**src/source/eeprom_pkg.sv**
```systemverilog
package eeprom_pkg;

    // host request type
    typedef enum logic {
        OP_WRITE = 1'b0,
        OP_READ  = 1'b1
    } op_t;

    typedef enum logic [3:0] {
        IDLE,
        START,
        CTRL_WR,
        ADDR,
        DATA_WR,
        RESTART,
        CTRL_RD,
        DATA_RD,
        STOP,
        DONE
    } seq_state_t;

    // a repeated start is just COND_START issued mid-transfer
    typedef enum logic {
        COND_START,
        COND_STOP
    } cond_t;

    // scl quarter phases, scl high in the two HIGH phases
    typedef enum logic [1:0] {
        PH_LOW_A,
        PH_LOW_B,
        PH_HIGH_A,
        PH_HIGH_B
    } phase_t;

    localparam logic [3:0] DEV_CODE = 4'b1010;   // 24Cxx device type
    localparam int         ADDR_W   = 11;
    localparam int         DATA_W   = 8;

endpackage

```
**src/source/eeprom_bus_if.sv**
```systemverilog
`timescale 1ns/100ps

// sequencer <-> start/stop generator
interface bus_cond_if import eeprom_pkg::*; ();
    logic   go;       // one-cycle request
    cond_t  kind;
    phase_t phase;
    logic   done;     // one-cycle completion
    logic   drive;    // generator owns sda
    logic   level;    // requested sda level while driving

    modport controller (output go, kind, phase, input done, drive, level);
    modport generator  (input go, kind, phase, output done, drive, level);
endinterface

// sequencer <-> byte shifter
interface byte_xfer_if import eeprom_pkg::*; ();
    logic              go;
    logic              rx;            // 1 = receive from slave
    logic [DATA_W-1:0] tx_byte;
    logic              master_nack;   // ninth bit level after a receive
    phase_t            phase;
    logic              done;
    logic [DATA_W-1:0] rx_byte;
    logic              slave_nack;
    logic              drive;
    logic              level;

    modport controller (
        output go, rx, tx_byte, master_nack, phase,
        input  done, rx_byte, slave_nack, drive, level
    );
    modport shifter (
        input  go, rx, tx_byte, master_nack, phase,
        output done, rx_byte, slave_nack, drive, level
    );
endinterface

```
**src/source/bus_cond_gen.sv**
```systemverilog
`timescale 1ns/100ps

module bus_cond_gen import eeprom_pkg::*; (
    input  logic          CLK,
    input  logic          RESET,
    bus_cond_if.generator cond,
    input  logic          sda_in
);

    phase_t ph_q;
    logic   armed;     // go seen, waiting for scl high
    logic   pend;      // start edge held back until sda reads high
    logic   low_entry;
    logic   high_entry;
    logic   scl_high;

    assign low_entry  = (cond.phase == PH_LOW_A) && (ph_q != PH_LOW_A);
    assign high_entry = (cond.phase == PH_HIGH_A) && (ph_q != PH_HIGH_A);
    assign scl_high   = (cond.phase == PH_HIGH_A) || (cond.phase == PH_HIGH_B);

    always_ff @(posedge CLK) begin
        if (RESET) begin
            ph_q       <= PH_HIGH_B;
            armed      <= 1'b0;
            pend       <= 1'b0;
            cond.drive <= 1'b0;
            cond.level <= 1'b1;
            cond.done  <= 1'b0;
        end else begin
            ph_q      <= cond.phase;
            cond.done <= 1'b0;
            if (cond.go) begin
                cond.drive <= 1'b1;
                cond.level <= (cond.kind == COND_START);   // low half: release for start
                armed      <= 1'b1;
                pend       <= 1'b0;
            end else if (armed && high_entry) begin
                armed     <= 1'b0;
                cond.done <= 1'b1;
                if (cond.kind == COND_STOP) begin
                    cond.level <= 1'b1;   // sda rises with scl high
                end else if (sda_in) begin
                    cond.level <= 1'b0;   // sda falls with scl high
                end else begin
                    pend <= 1'b1;
                end
            end else if (pend && scl_high && sda_in) begin
                cond.level <= 1'b0;
                pend       <= 1'b0;
            end else if (low_entry) begin
                cond.drive <= 1'b0;   // next part has taken the line
                pend       <= 1'b0;
            end
        end
    end

endmodule

```
**src/source/byte_shifter.sv**
```systemverilog
`timescale 1ns/100ps

module byte_shifter import eeprom_pkg::*; (
    input  logic         CLK,
    input  logic         RESET,
    byte_xfer_if.shifter xfer,
    input  logic         sda_in
);

    phase_t            ph_q;
    logic              busy;
    logic [3:0]        bitcnt;   // 0..7 data, 8 = acknowledge bit
    logic [DATA_W-1:0] sreg;
    logic              low_entry;
    logic              high_entry;

    // each phase boundary is seen one cycle after the sequencer moves
    assign low_entry  = (xfer.phase == PH_LOW_A) && (ph_q != PH_LOW_A);
    assign high_entry = (xfer.phase == PH_HIGH_A) && (ph_q != PH_HIGH_A);

    always_ff @(posedge CLK) begin
        if (RESET) begin
            ph_q            <= PH_HIGH_B;
            busy            <= 1'b0;
            bitcnt          <= 4'd0;
            sreg            <= '0;
            xfer.drive      <= 1'b0;
            xfer.level      <= 1'b1;
            xfer.done       <= 1'b0;
            xfer.slave_nack <= 1'b0;
            xfer.rx_byte    <= '0;
        end else begin
            ph_q      <= xfer.phase;
            xfer.done <= 1'b0;

            if (xfer.go) begin
                busy       <= 1'b1;
                bitcnt     <= 4'd0;
                sreg       <= xfer.tx_byte;
                xfer.drive <= 1'b1;
                // receive releases sda for the data bits
                xfer.level <= xfer.rx || xfer.tx_byte[DATA_W-1];
            end else if (busy && high_entry) begin
                if (bitcnt == 4'd8) begin
                    xfer.done       <= 1'b1;
                    xfer.slave_nack <= !xfer.rx && sda_in;   // released line = nack
                    xfer.rx_byte    <= sreg;
                end else if (xfer.rx) begin
                    sreg <= {sreg[DATA_W-2:0], sda_in};
                end
            end else if (busy && low_entry) begin
                if (bitcnt == 4'd8) begin
                    busy       <= 1'b0;
                    xfer.drive <= 1'b0;
                end else begin
                    bitcnt <= bitcnt + 4'd1;
                    if (bitcnt == 4'd7) begin
                        // ack slot: master answers on a read, listens on a write
                        xfer.level <= xfer.rx ? xfer.master_nack : 1'b1;
                    end else if (!xfer.rx) begin
                        sreg       <= {sreg[DATA_W-2:0], 1'b0};
                        xfer.level <= sreg[DATA_W-2];
                    end
                end
            end
        end
    end

endmodule

```
**src/source/eeprom_sequencer.sv**
```systemverilog
`timescale 1ns/100ps

module eeprom_sequencer import eeprom_pkg::*; #(
    parameter int SCL_QUARTER = 2
) (
    input  logic              CLK,
    input  logic              RESET,
    input  logic              req,
    input  op_t               op,
    input  logic [ADDR_W-1:0] addr,
    input  logic [DATA_W-1:0] wdata,
    output logic [DATA_W-1:0] rdata,
    output logic              ack,
    output logic              err,
    output logic              scl,
    output logic              sda_low,
    bus_cond_if.controller    cond,
    byte_xfer_if.controller   xfer
);

    localparam int QW = (SCL_QUARTER > 1) ? $clog2(SCL_QUARTER) : 1;

    seq_state_t        state;
    phase_t            phase;
    logic [QW-1:0]     qcnt;
    logic              quarter_end;
    logic              period_end;
    logic              run;
    logic              sub_done;   // current part reported done
    logic              fin;
    logic              step;       // move on at the end of this scl period
    logic              issue;
    logic [DATA_W-1:0] ctrl_byte;

    assign run         = (state != IDLE) && (state != DONE);
    assign quarter_end = (qcnt == QW'(SCL_QUARTER - 1));
    assign period_end  = run && quarter_end && (phase == PH_HIGH_B);
    assign fin         = sub_done || cond.done || xfer.done;
    assign step        = period_end && fin;
    assign issue       = step || ((state == IDLE) && req);

    // r/w bit set only for the control byte after the repeated start
    assign ctrl_byte = {DEV_CODE, addr[ADDR_W-1:DATA_W], state == RESTART};

    assign cond.phase       = phase;
    assign xfer.phase       = phase;
    assign xfer.master_nack = 1'b1;   // single-byte read always ends in nack

    // wired-and of whichever parts currently own sda
    assign sda_low = (cond.drive && !cond.level) || (xfer.drive && !xfer.level);

    // scl quarter-phase generator, parked high between transfers
    always_ff @(posedge CLK) begin
        if (RESET) begin
            qcnt  <= '0;
            phase <= PH_HIGH_B;
            scl   <= 1'b1;
        end else if ((state == IDLE) && req) begin
            qcnt  <= '0;
            phase <= PH_LOW_A;
            scl   <= 1'b0;
        end else if (run) begin
            if (quarter_end) begin
                qcnt <= '0;
                if (!(period_end && (state == STOP))) begin
                    phase <= phase_t'(phase + 2'd1);
                    scl   <= (phase == PH_LOW_B) || (phase == PH_HIGH_A);
                end
            end else begin
                qcnt <= qcnt + 1'b1;
            end
        end
    end

    always_ff @(posedge CLK) begin
        if (RESET) begin
            state        <= IDLE;
            ack          <= 1'b0;
            err          <= 1'b0;
            rdata        <= '0;
            sub_done     <= 1'b0;
            cond.go      <= 1'b0;
            cond.kind    <= COND_START;
            xfer.go      <= 1'b0;
            xfer.rx      <= 1'b0;
            xfer.tx_byte <= '0;
        end else begin
            cond.go  <= 1'b0;
            xfer.go  <= 1'b0;
            sub_done <= fin && !issue;

            case (state)
                IDLE: begin
                    if (req) begin
                        err       <= 1'b0;
                        cond.go   <= 1'b1;
                        cond.kind <= COND_START;
                        state     <= START;
                    end
                end
                START, RESTART: begin
                    if (step) begin
                        xfer.go      <= 1'b1;
                        xfer.rx      <= 1'b0;
                        xfer.tx_byte <= ctrl_byte;
                        state        <= (state == START) ? CTRL_WR : CTRL_RD;
                    end
                end
                CTRL_WR, ADDR, DATA_WR, CTRL_RD: begin
                    if (step) begin
                        if (xfer.slave_nack || (state == DATA_WR)) begin
                            err       <= xfer.slave_nack;   // any nack aborts
                            cond.go   <= 1'b1;
                            cond.kind <= COND_STOP;
                            state     <= STOP;
                        end else if (state == CTRL_WR) begin
                            xfer.go      <= 1'b1;
                            xfer.tx_byte <= addr[DATA_W-1:0];
                            state        <= ADDR;
                        end else if (state == CTRL_RD) begin
                            xfer.go <= 1'b1;
                            xfer.rx <= 1'b1;
                            state   <= DATA_RD;
                        end else if (op == OP_WRITE) begin
                            xfer.go      <= 1'b1;
                            xfer.tx_byte <= wdata;
                            state        <= DATA_WR;
                        end else begin
                            cond.go   <= 1'b1;
                            cond.kind <= COND_START;   // repeated start
                            state     <= RESTART;
                        end
                    end
                end
                DATA_RD: begin
                    if (step) begin
                        rdata     <= xfer.rx_byte;
                        cond.go   <= 1'b1;
                        cond.kind <= COND_STOP;
                        state     <= STOP;
                    end
                end
                STOP: begin
                    if (step) begin
                        state <= DONE;
                    end
                end
                DONE: begin
                    if (req) begin
                        ack <= 1'b1;
                    end else begin
                        ack   <= 1'b0;   // four-phase return to zero
                        state <= IDLE;
                    end
                end
                default: state <= IDLE;
            endcase
        end
    end

endmodule

```
**src/source/eeprom_ctrl.sv**
```systemverilog
`timescale 1ns/100ps

module eeprom_ctrl import eeprom_pkg::*; #(
    parameter int SCL_QUARTER = 2   // clk cycles per quarter scl period
) (
    input  logic              CLK,
    input  logic              RESET,
    input  logic              req,
    input  op_t               op,
    input  logic [ADDR_W-1:0] addr,
    input  logic [DATA_W-1:0] wdata,
    output logic [DATA_W-1:0] rdata,
    output logic              ack,
    output logic              err,
    output logic              scl,
    output logic              sda_low,   // high pulls sda to 0
    input  logic              sda_in
);

    bus_cond_if  cond_bus ();
    byte_xfer_if xfer_bus ();

    eeprom_sequencer #(
        .SCL_QUARTER (SCL_QUARTER)
    ) seq0 (
        .CLK     (CLK),
        .RESET   (RESET),
        .req     (req),
        .op      (op),
        .addr    (addr),
        .wdata   (wdata),
        .rdata   (rdata),
        .ack     (ack),
        .err     (err),
        .scl     (scl),
        .sda_low (sda_low),
        .cond    (cond_bus.controller),
        .xfer    (xfer_bus.controller)
    );

    bus_cond_gen cond0 (
        .CLK    (CLK),
        .RESET  (RESET),
        .cond   (cond_bus.generator),
        .sda_in (sda_in)
    );

    byte_shifter shift0 (
        .CLK    (CLK),
        .RESET  (RESET),
        .xfer   (xfer_bus.shifter),
        .sda_in (sda_in)
    );

endmodule

```
**config.mk**
```make
export PLATFORM = sky130hd
export DESIGN_NAME = eeprom_ctrl
export DESIGN_NICKNAME = d
export VERILOG_FILES = /design/src/source/eeprom_pkg.sv /design/src/source/eeprom_bus_if.sv /design/src/source/bus_cond_gen.sv /design/src/source/byte_shifter.sv /design/src/source/eeprom_sequencer.sv /design/src/source/eeprom_ctrl.sv
export SDC_FILE = /design/constraint.sdc
export NUM_CORES = 1
export LEC_CHECK = 0
export BUFFER_PORTS_ARGS = -buffer_cell sky130_fd_sc_hd__buf_4
export CORE_MARGIN = 2
export CORE_UTILIZATION = 35
export DETAILED_ROUTE_END_ITERATION = 12
export GPL_TIMING_DRIVEN = 0
export PLACE_DENSITY = 0.53
export SLEW_MARGIN = 20
export SYNTH_ARGS = -nofsm -noshare
export SYNTH_HDL_FRONTEND = slang
export SYNTH_HIERARCHICAL = 1
export SYNTH_SLANG_ARGS = --single-unit
```
**constraint.sdc**
```tcl
create_clock -name CLK -period 5.5 [get_ports CLK]
set_input_delay 1.1 -clock CLK [delete_from_list [all_inputs] [get_ports CLK]]
set_output_delay 1.1 -clock CLK [all_outputs]
set_load 0.02 [all_outputs]
```
* After elaboration in Yosys (flattened, before gate mapping)
Index checks and enable logic that the tools add are counted.
** Operators by class
- Mux-type cells :: 94
- Equal/unequal tests :: 45
- Reduce and logical (&&, ||, !) cells :: 66
- Bitwise operators :: 4
- $add $sub $neg :: 3
** Operators with widths (count)
- 8-bit two-way mux :: 14
- 1-bit two-way mux :: 59
- 4-bit two-way mux :: 9
- 4-bit case mux with 6 select lines :: 1
- 6-bit AND reduction :: 4
- 2-bit inequality test, second input constant :: 11
- 4-bit by 3-bit equality test with 1-bit output, second input constant :: 5
- 3-bit by 2-bit inequality test with 1-bit output, second input constant :: 6
- 3-bit AND reduction :: 6
- 2-bit nonzero test :: 9
- 1-bit logical AND :: 17
- 8-bit case mux with 2 select lines :: 1
- 2-bit by 1-bit inequality test with 1-bit output, second input constant :: 7
- 4-bit equality test, second input constant :: 3
- 3-bit nonzero test :: 4
- 3-bit inequality test, second input constant :: 3
- 4-bit by 2-bit equality test with 1-bit output, second input constant :: 2
- 1-bit logical OR :: 8
- 2-bit two-way mux :: 4
- 4-bit inequality test, second input constant :: 2
- 4-bit AND reduction :: 2
- 2-bit OR reduction :: 4
- 7-bit AND reduction :: 1
- 3-bit by 1-bit inequality test with 1-bit output, second input constant :: 2
- other kinds (17) :: 28
** Storage, ports and cells
- Input bits :: 24
- Register bits after elaboration :: 62
- Output and inout port bits :: 12
- Logic and storage cells :: 238

* Longest topological paths before layout
- Depth after elaboration :: 9
- Mapped depth :: 7
- Mapped depth without buffers :: 6

* Cells and area by module
The synthesis kept the hierarchy.
** Modules (own cells, without submodules)
- eeprom_sequencer :: times used 1, cells each 198, sequential area each 600.6 um2, area each 1636.6 um2
- byte_shifter :: times used 1, cells each 122, sequential area each 520.5 um2, area each 1212.4 um2
- bus_cond_gen :: times used 1, cells each 35, sequential area each 140.1 um2, area each 307.8 um2

* Least setup slack after synthesis
No wires, ideal clock.
- Kind :: in2reg
- Start point :: input port op
- End point :: register seq0.xfer.tx_byte[0]
- Slack :: 3.524 ns
- Data arrival time :: 1.848 ns
- Setup time :: 0.128 ns
- Required time :: 5.372 ns
- Buffers on the path :: 1
- Stages :: 5
- Cell sequence :: a211oi_1 > o21a_2 > buf_4 > mux2i_1 > nor2_1
** Between the ends
- Longest elaborated chain between the ends :: 2
** RTL lines
- from (decl) :: RTL line eeprom_ctrl.sv:9 : input op_t op,
- 3-bit by 2-bit inequality test with 1-bit output (no line)
- 6-bit AND reduction (no line)
- to (signal assigned) :: RTL line eeprom_sequencer.sv:105 : xfer.tx_byte <= ctrl_byte;
- to (signal assigned) :: RTL line eeprom_sequencer.sv:118 : xfer.tx_byte <= addr[DATA_W-1:0];
- to (signal assigned) :: RTL line eeprom_sequencer.sv:126 : xfer.tx_byte <= wdata;
- to (decl) :: RTL line eeprom_bus_if.sv:30 : output go, rx, tx_byte, master_nack, phase,
No other way between the ends.
A chain may end at the register's enable or synchronous reset.

* Final worst setup path
- Start point :: register shift0.xfer.drive
- End point :: output port sda_low
** Between the ends
- Longest elaborated chain between the ends :: 2
** RTL lines
- from (decl) :: RTL line eeprom_bus_if.sv:35 : output done, rx_byte, slave_nack, drive, level
- from (signal assigned) :: RTL line byte_shifter.sv:27 : xfer.drive <= 1'b0;
- from (signal assigned) :: RTL line byte_shifter.sv:40 : xfer.drive <= 1'b1;
- from (signal assigned) :: RTL line byte_shifter.sv:54 : xfer.drive <= 1'b0;
- 1-bit logical AND :: RTL line eeprom_sequencer.sv:50 : assign sda_low = (cond.drive && !cond.level) || (xfer.drive && !xfer.level);
- 1-bit logical OR :: RTL line eeprom_sequencer.sv:50
- to (decl) :: RTL line eeprom_ctrl.sv:16 : output logic sda_low,
No other way between the ends.

==> metrics.txt <==
RSZ-0062 raised after global routing false; number of endpoints failing setup at the final stage 0; worst skew pair latency 0.34 ns; time the worst path needs with I/O delays and setup 2.150 ns; run status finished, final reports clean; post-synthesis register bit count 63; maximum cell stage delay along the critical path 0.38 ns; Final Hold Violating Endpoints 0; Seq/Total Area, Yosys 39.95%; asr flop ratio synth 0%; CTS HTree Levels 3; actual slew at the worst max-slew pin 0.6314 ns; library cell contributing the largest single delay on the critical path sky130_fd_sc_hd__dfxtp_1; estimated wirelength of the detail-placed design 5684 µm; clock net sink count 63; gate count of the mapped netlist 355; Syn. warnings 6; kind of start point of the critical path register; number of resized instances in the post-cts repair step 0; Syn Std Cell Area 0.003157 mm²; number of buffers between clock root and the deepest sink 2; CP arrival 1.05 ns; per-cell routed wire length 15.18 µm; post-route ant nets 0; share of final-layout standard cells stronger than drive strength 1 20.20%; placement-stage worst setup slack 2.972 ns; hold slack final 0.4625 ns; worst clock skew 0.008732 ns; final clock period utilization by the worst path 39.09%; Post-Syn Nets 382; area overhead of the layout relative to synthesis 19.42%; total die area 0.009795 mm²; max-capacitance violation count 0; Slew headroom 57.91%; filler instances 835; first-pass GRT wire length 13480 µm; number of flops mapped to enable cells by yosys 0; Main synth FF type sky130_fd_sc_hd__dfxtp_1; number of vias per cell after detailed routing 5.171; setup TNS after final layout 0 ns; sum of overflow across all layers after global routing 0; post-route insts no fill 514; standard-cell row count 34; cts bufs inserted 9; source of the worst hold timing path shift0/xfer.slave_nack$_SDFFE_PP0P_; total DRC errors in the routed layout 0; endpoint class of the critical path primary output; Highest Clock Rate 465.2 MHz; CP delay by family, top flip-flops; FF-to-FF Start shift0/bitcnt[0]$_SDFFE_PP0P_; GRT Util Overall 17.12%; clock tree from TritonCTS done; final layout net count 428; number of buffer and inverter stages on the critical path 2; placed standard-cell area 0.003555 mm²; quantity of I/O buffers inserted on ports 35; hold crit path type reg2reg; post-layout power 0.9681 mW; clock transition at the register clock pins on the worst setup and hold paths after CTS 0.07 ns; largest driver fanout on the critical path 4; worst path setup slack after routing 3.350 ns; Core Area 0.008721 mm²; Unique masters post-synth 59; number of I/O pins 36; largest net degree at the start of global routing 13; vias 2658; hold_buf cts 0; CP Launch Point shift0/xfer.drive$_SDFFE_PP0P_; Pre-antenna DRT Iters 4; maximum vdd drop 0.0001200 V; placed cell count 498; vias in the first global route 2699; number of setup buffers added after CTS 0; die boundary height 98.97 µm; final RePlAce weighted congestion 0.8629; initial antenna violation count 0; required time reported for the critical path endpoint 4.40 ns; Starting Density 36.20%; critical-path cell list inv_1 > o22ai_1 > buf_4; areal power density over the cells 256.8 mW/mm²; max-slew violation total from the final report 0; leakage power 1.366 nW; Die W 98.97 µm; worst setup path category reg2out; Post-Route WL 7803 µm; number of DRC markers in iteration 0 95; synthesized area per cell 8.892 µm²; post-layout util 43.23%; Final Instance Area 0.003770 mm²; clock root buffer master sky130_fd_sc_hd__clkbuf_8; number of diodes 0
-- placed cells by master, fill, tap and decap left out, drive strengths merged, types with 15 or more instances in the layout --
master / instances
nand2: 18
nand3: 16
o21ai: 15
clkbuf: 23
a211oi: 18
a21oi: 20
nor2: 42
dfxtp: 63
buf: 49
inv: 16
mux2i: 29
-- worst paths after layout --
| path | depth (start not counted) | to | slack [ns] |
|---|---|---|---|
| hold reg to reg | 2 | shift0/xfer.slave_nack$_SDFFE_PP0P_ | 0.46 |
| setup reg to reg | 6 | shift0/sreg[3]$_SDFFE_PP0P_ | 3.36 |
| setup / recovery | 3 | sda_low | 3.35 |
| hold / removal | 2 | shift0/xfer.slave_nack$_SDFFE_PP0P_ | 0.46 |
-- power breakdown --
| group | total, mW | leakage [nW] | internal, mW | switching, mW |
|---|---|---|---|---|
| combinational | 0.0676 | 0.750 | 0.0319 | 0.0356 |
| clock | 0.432 | 0.107 | 0.238 | 0.194 |
| sequential | 0.468 | 0.510 | 0.462 | 0.00588 |
-- synthesized netlist by cell type (2+ instances only) --
cell                       count  area share, %
sky130_fd_sc_hd__dfxtp_1      63             40
sky130_fd_sc_hd__nor2_1       42            5.0
sky130_fd_sc_hd__mux2i_1      29            9.2
sky130_fd_sc_hd__a21oi_1      20            3.2
sky130_fd_sc_hd__a211oi_1     18            4.3
sky130_fd_sc_hd__nand2_1      18            2.1
sky130_fd_sc_hd__nand3_1      16            2.5
sky130_fd_sc_hd__o21ai_0      15            2.4
sky130_fd_sc_hd__inv_1        14            1.7
sky130_fd_sc_hd__clkbuf_1     12            1.4
sky130_fd_sc_hd__nor3_1        8            1.3
sky130_fd_sc_hd__buf_4         7            1.7
sky130_fd_sc_hd__or2_2         7            1.4
sky130_fd_sc_hd__nand2b_1      6            1.2
sky130_fd_sc_hd__nor2b_1       6            1.2
sky130_fd_sc_hd__a311oi_1      5            1.4
sky130_fd_sc_hd__a21boi_0      4           0.95
sky130_fd_sc_hd__o211ai_1      4           0.95
sky130_fd_sc_hd__o22ai_1       4           0.79
sky130_fd_sc_hd__buf_2         3           0.48
sky130_fd_sc_hd__ha_1          3            1.2
sky130_fd_sc_hd__nor4_1        3           0.59
sky130_fd_sc_hd__o311ai_0      3           0.83
sky130_fd_sc_hd__a221oi_1      2           0.55
sky130_fd_sc_hd__a31oi_1       2           0.40
sky130_fd_sc_hd__and3_1        2           0.40
sky130_fd_sc_hd__and3b_1       2           0.55
sky130_fd_sc_hd__buf_6         2           0.71
sky130_fd_sc_hd__nand3b_1      2           0.48
sky130_fd_sc_hd__nor4b_4       2            1.5
sky130_fd_sc_hd__or3_1         2           0.40
sky130_fd_sc_hd__xnor2_1       2           0.55
-- layer usage --
layer	GRT usage (%)	up-vias	wire, µm	share of wire, %
met5	0	-	0	0
met4	6.112	0	121	1.6
met3	3.475	9	228	2.9
met2	27.18	51	3488	45
met1	23.10	1223	3965	51
li1	-	1375	-	-
-- sequential cells by signal, indices dropped and copies added (netlist names), 2 cells and up --
name	count
shift0/xfer.rx_byte	8
shift0/ph_q	2
seq0/state	4
shift0/bitcnt	4
seq0/xfer.tx_byte	8
shift0/sreg	8
cond0/ph_q	2
seq0/rdata	8
-- layout make-up --
cell class	instances	area (µm²)	share of cell area [%]
multi-input combinational	252	1689	44.81
timing repair buffer	35	262.8	6.970
clock inverter	5	63.81	1.693
inverter	14	52.55	1.394
buffer	26	153.9	4.082
sequential	63	1261	33.45
tap	108	135.1	3.584
clock buffer	11	151.4	4.016
-- worst reg2reg max path: stages, from the launching register on --
cell and delay (ns):
sky130_fd_sc_hd__dfxtp_1 0.35, sky130_fd_sc_hd__inv_1 0.07, sky130_fd_sc_hd__ha_1 0.24, sky130_fd_sc_hd__and3b_1 0.28, sky130_fd_sc_hd__o41ai_4 0.63, sky130_fd_sc_hd__a21o_1 0.31
sky130_fd_sc_hd__a211oi_1 0.12
-- kinds of logic after synthesis --
group | Yosys count | synth area share (%)
and+or+nand+nor | 125 | 21.92
AOI/OAI and AO/OA | 90 | 19.90
DFF | 63 | 39.95
buffers and inverters | 40 | 6.539
muxes | 30 | 9.552
adders and majority gates | 3 | 1.189
xor gates and xnor gates | 3 | 0.8325
other | 1 | 0.1188
No activity file was read; power rests on OpenSTA's default activity.
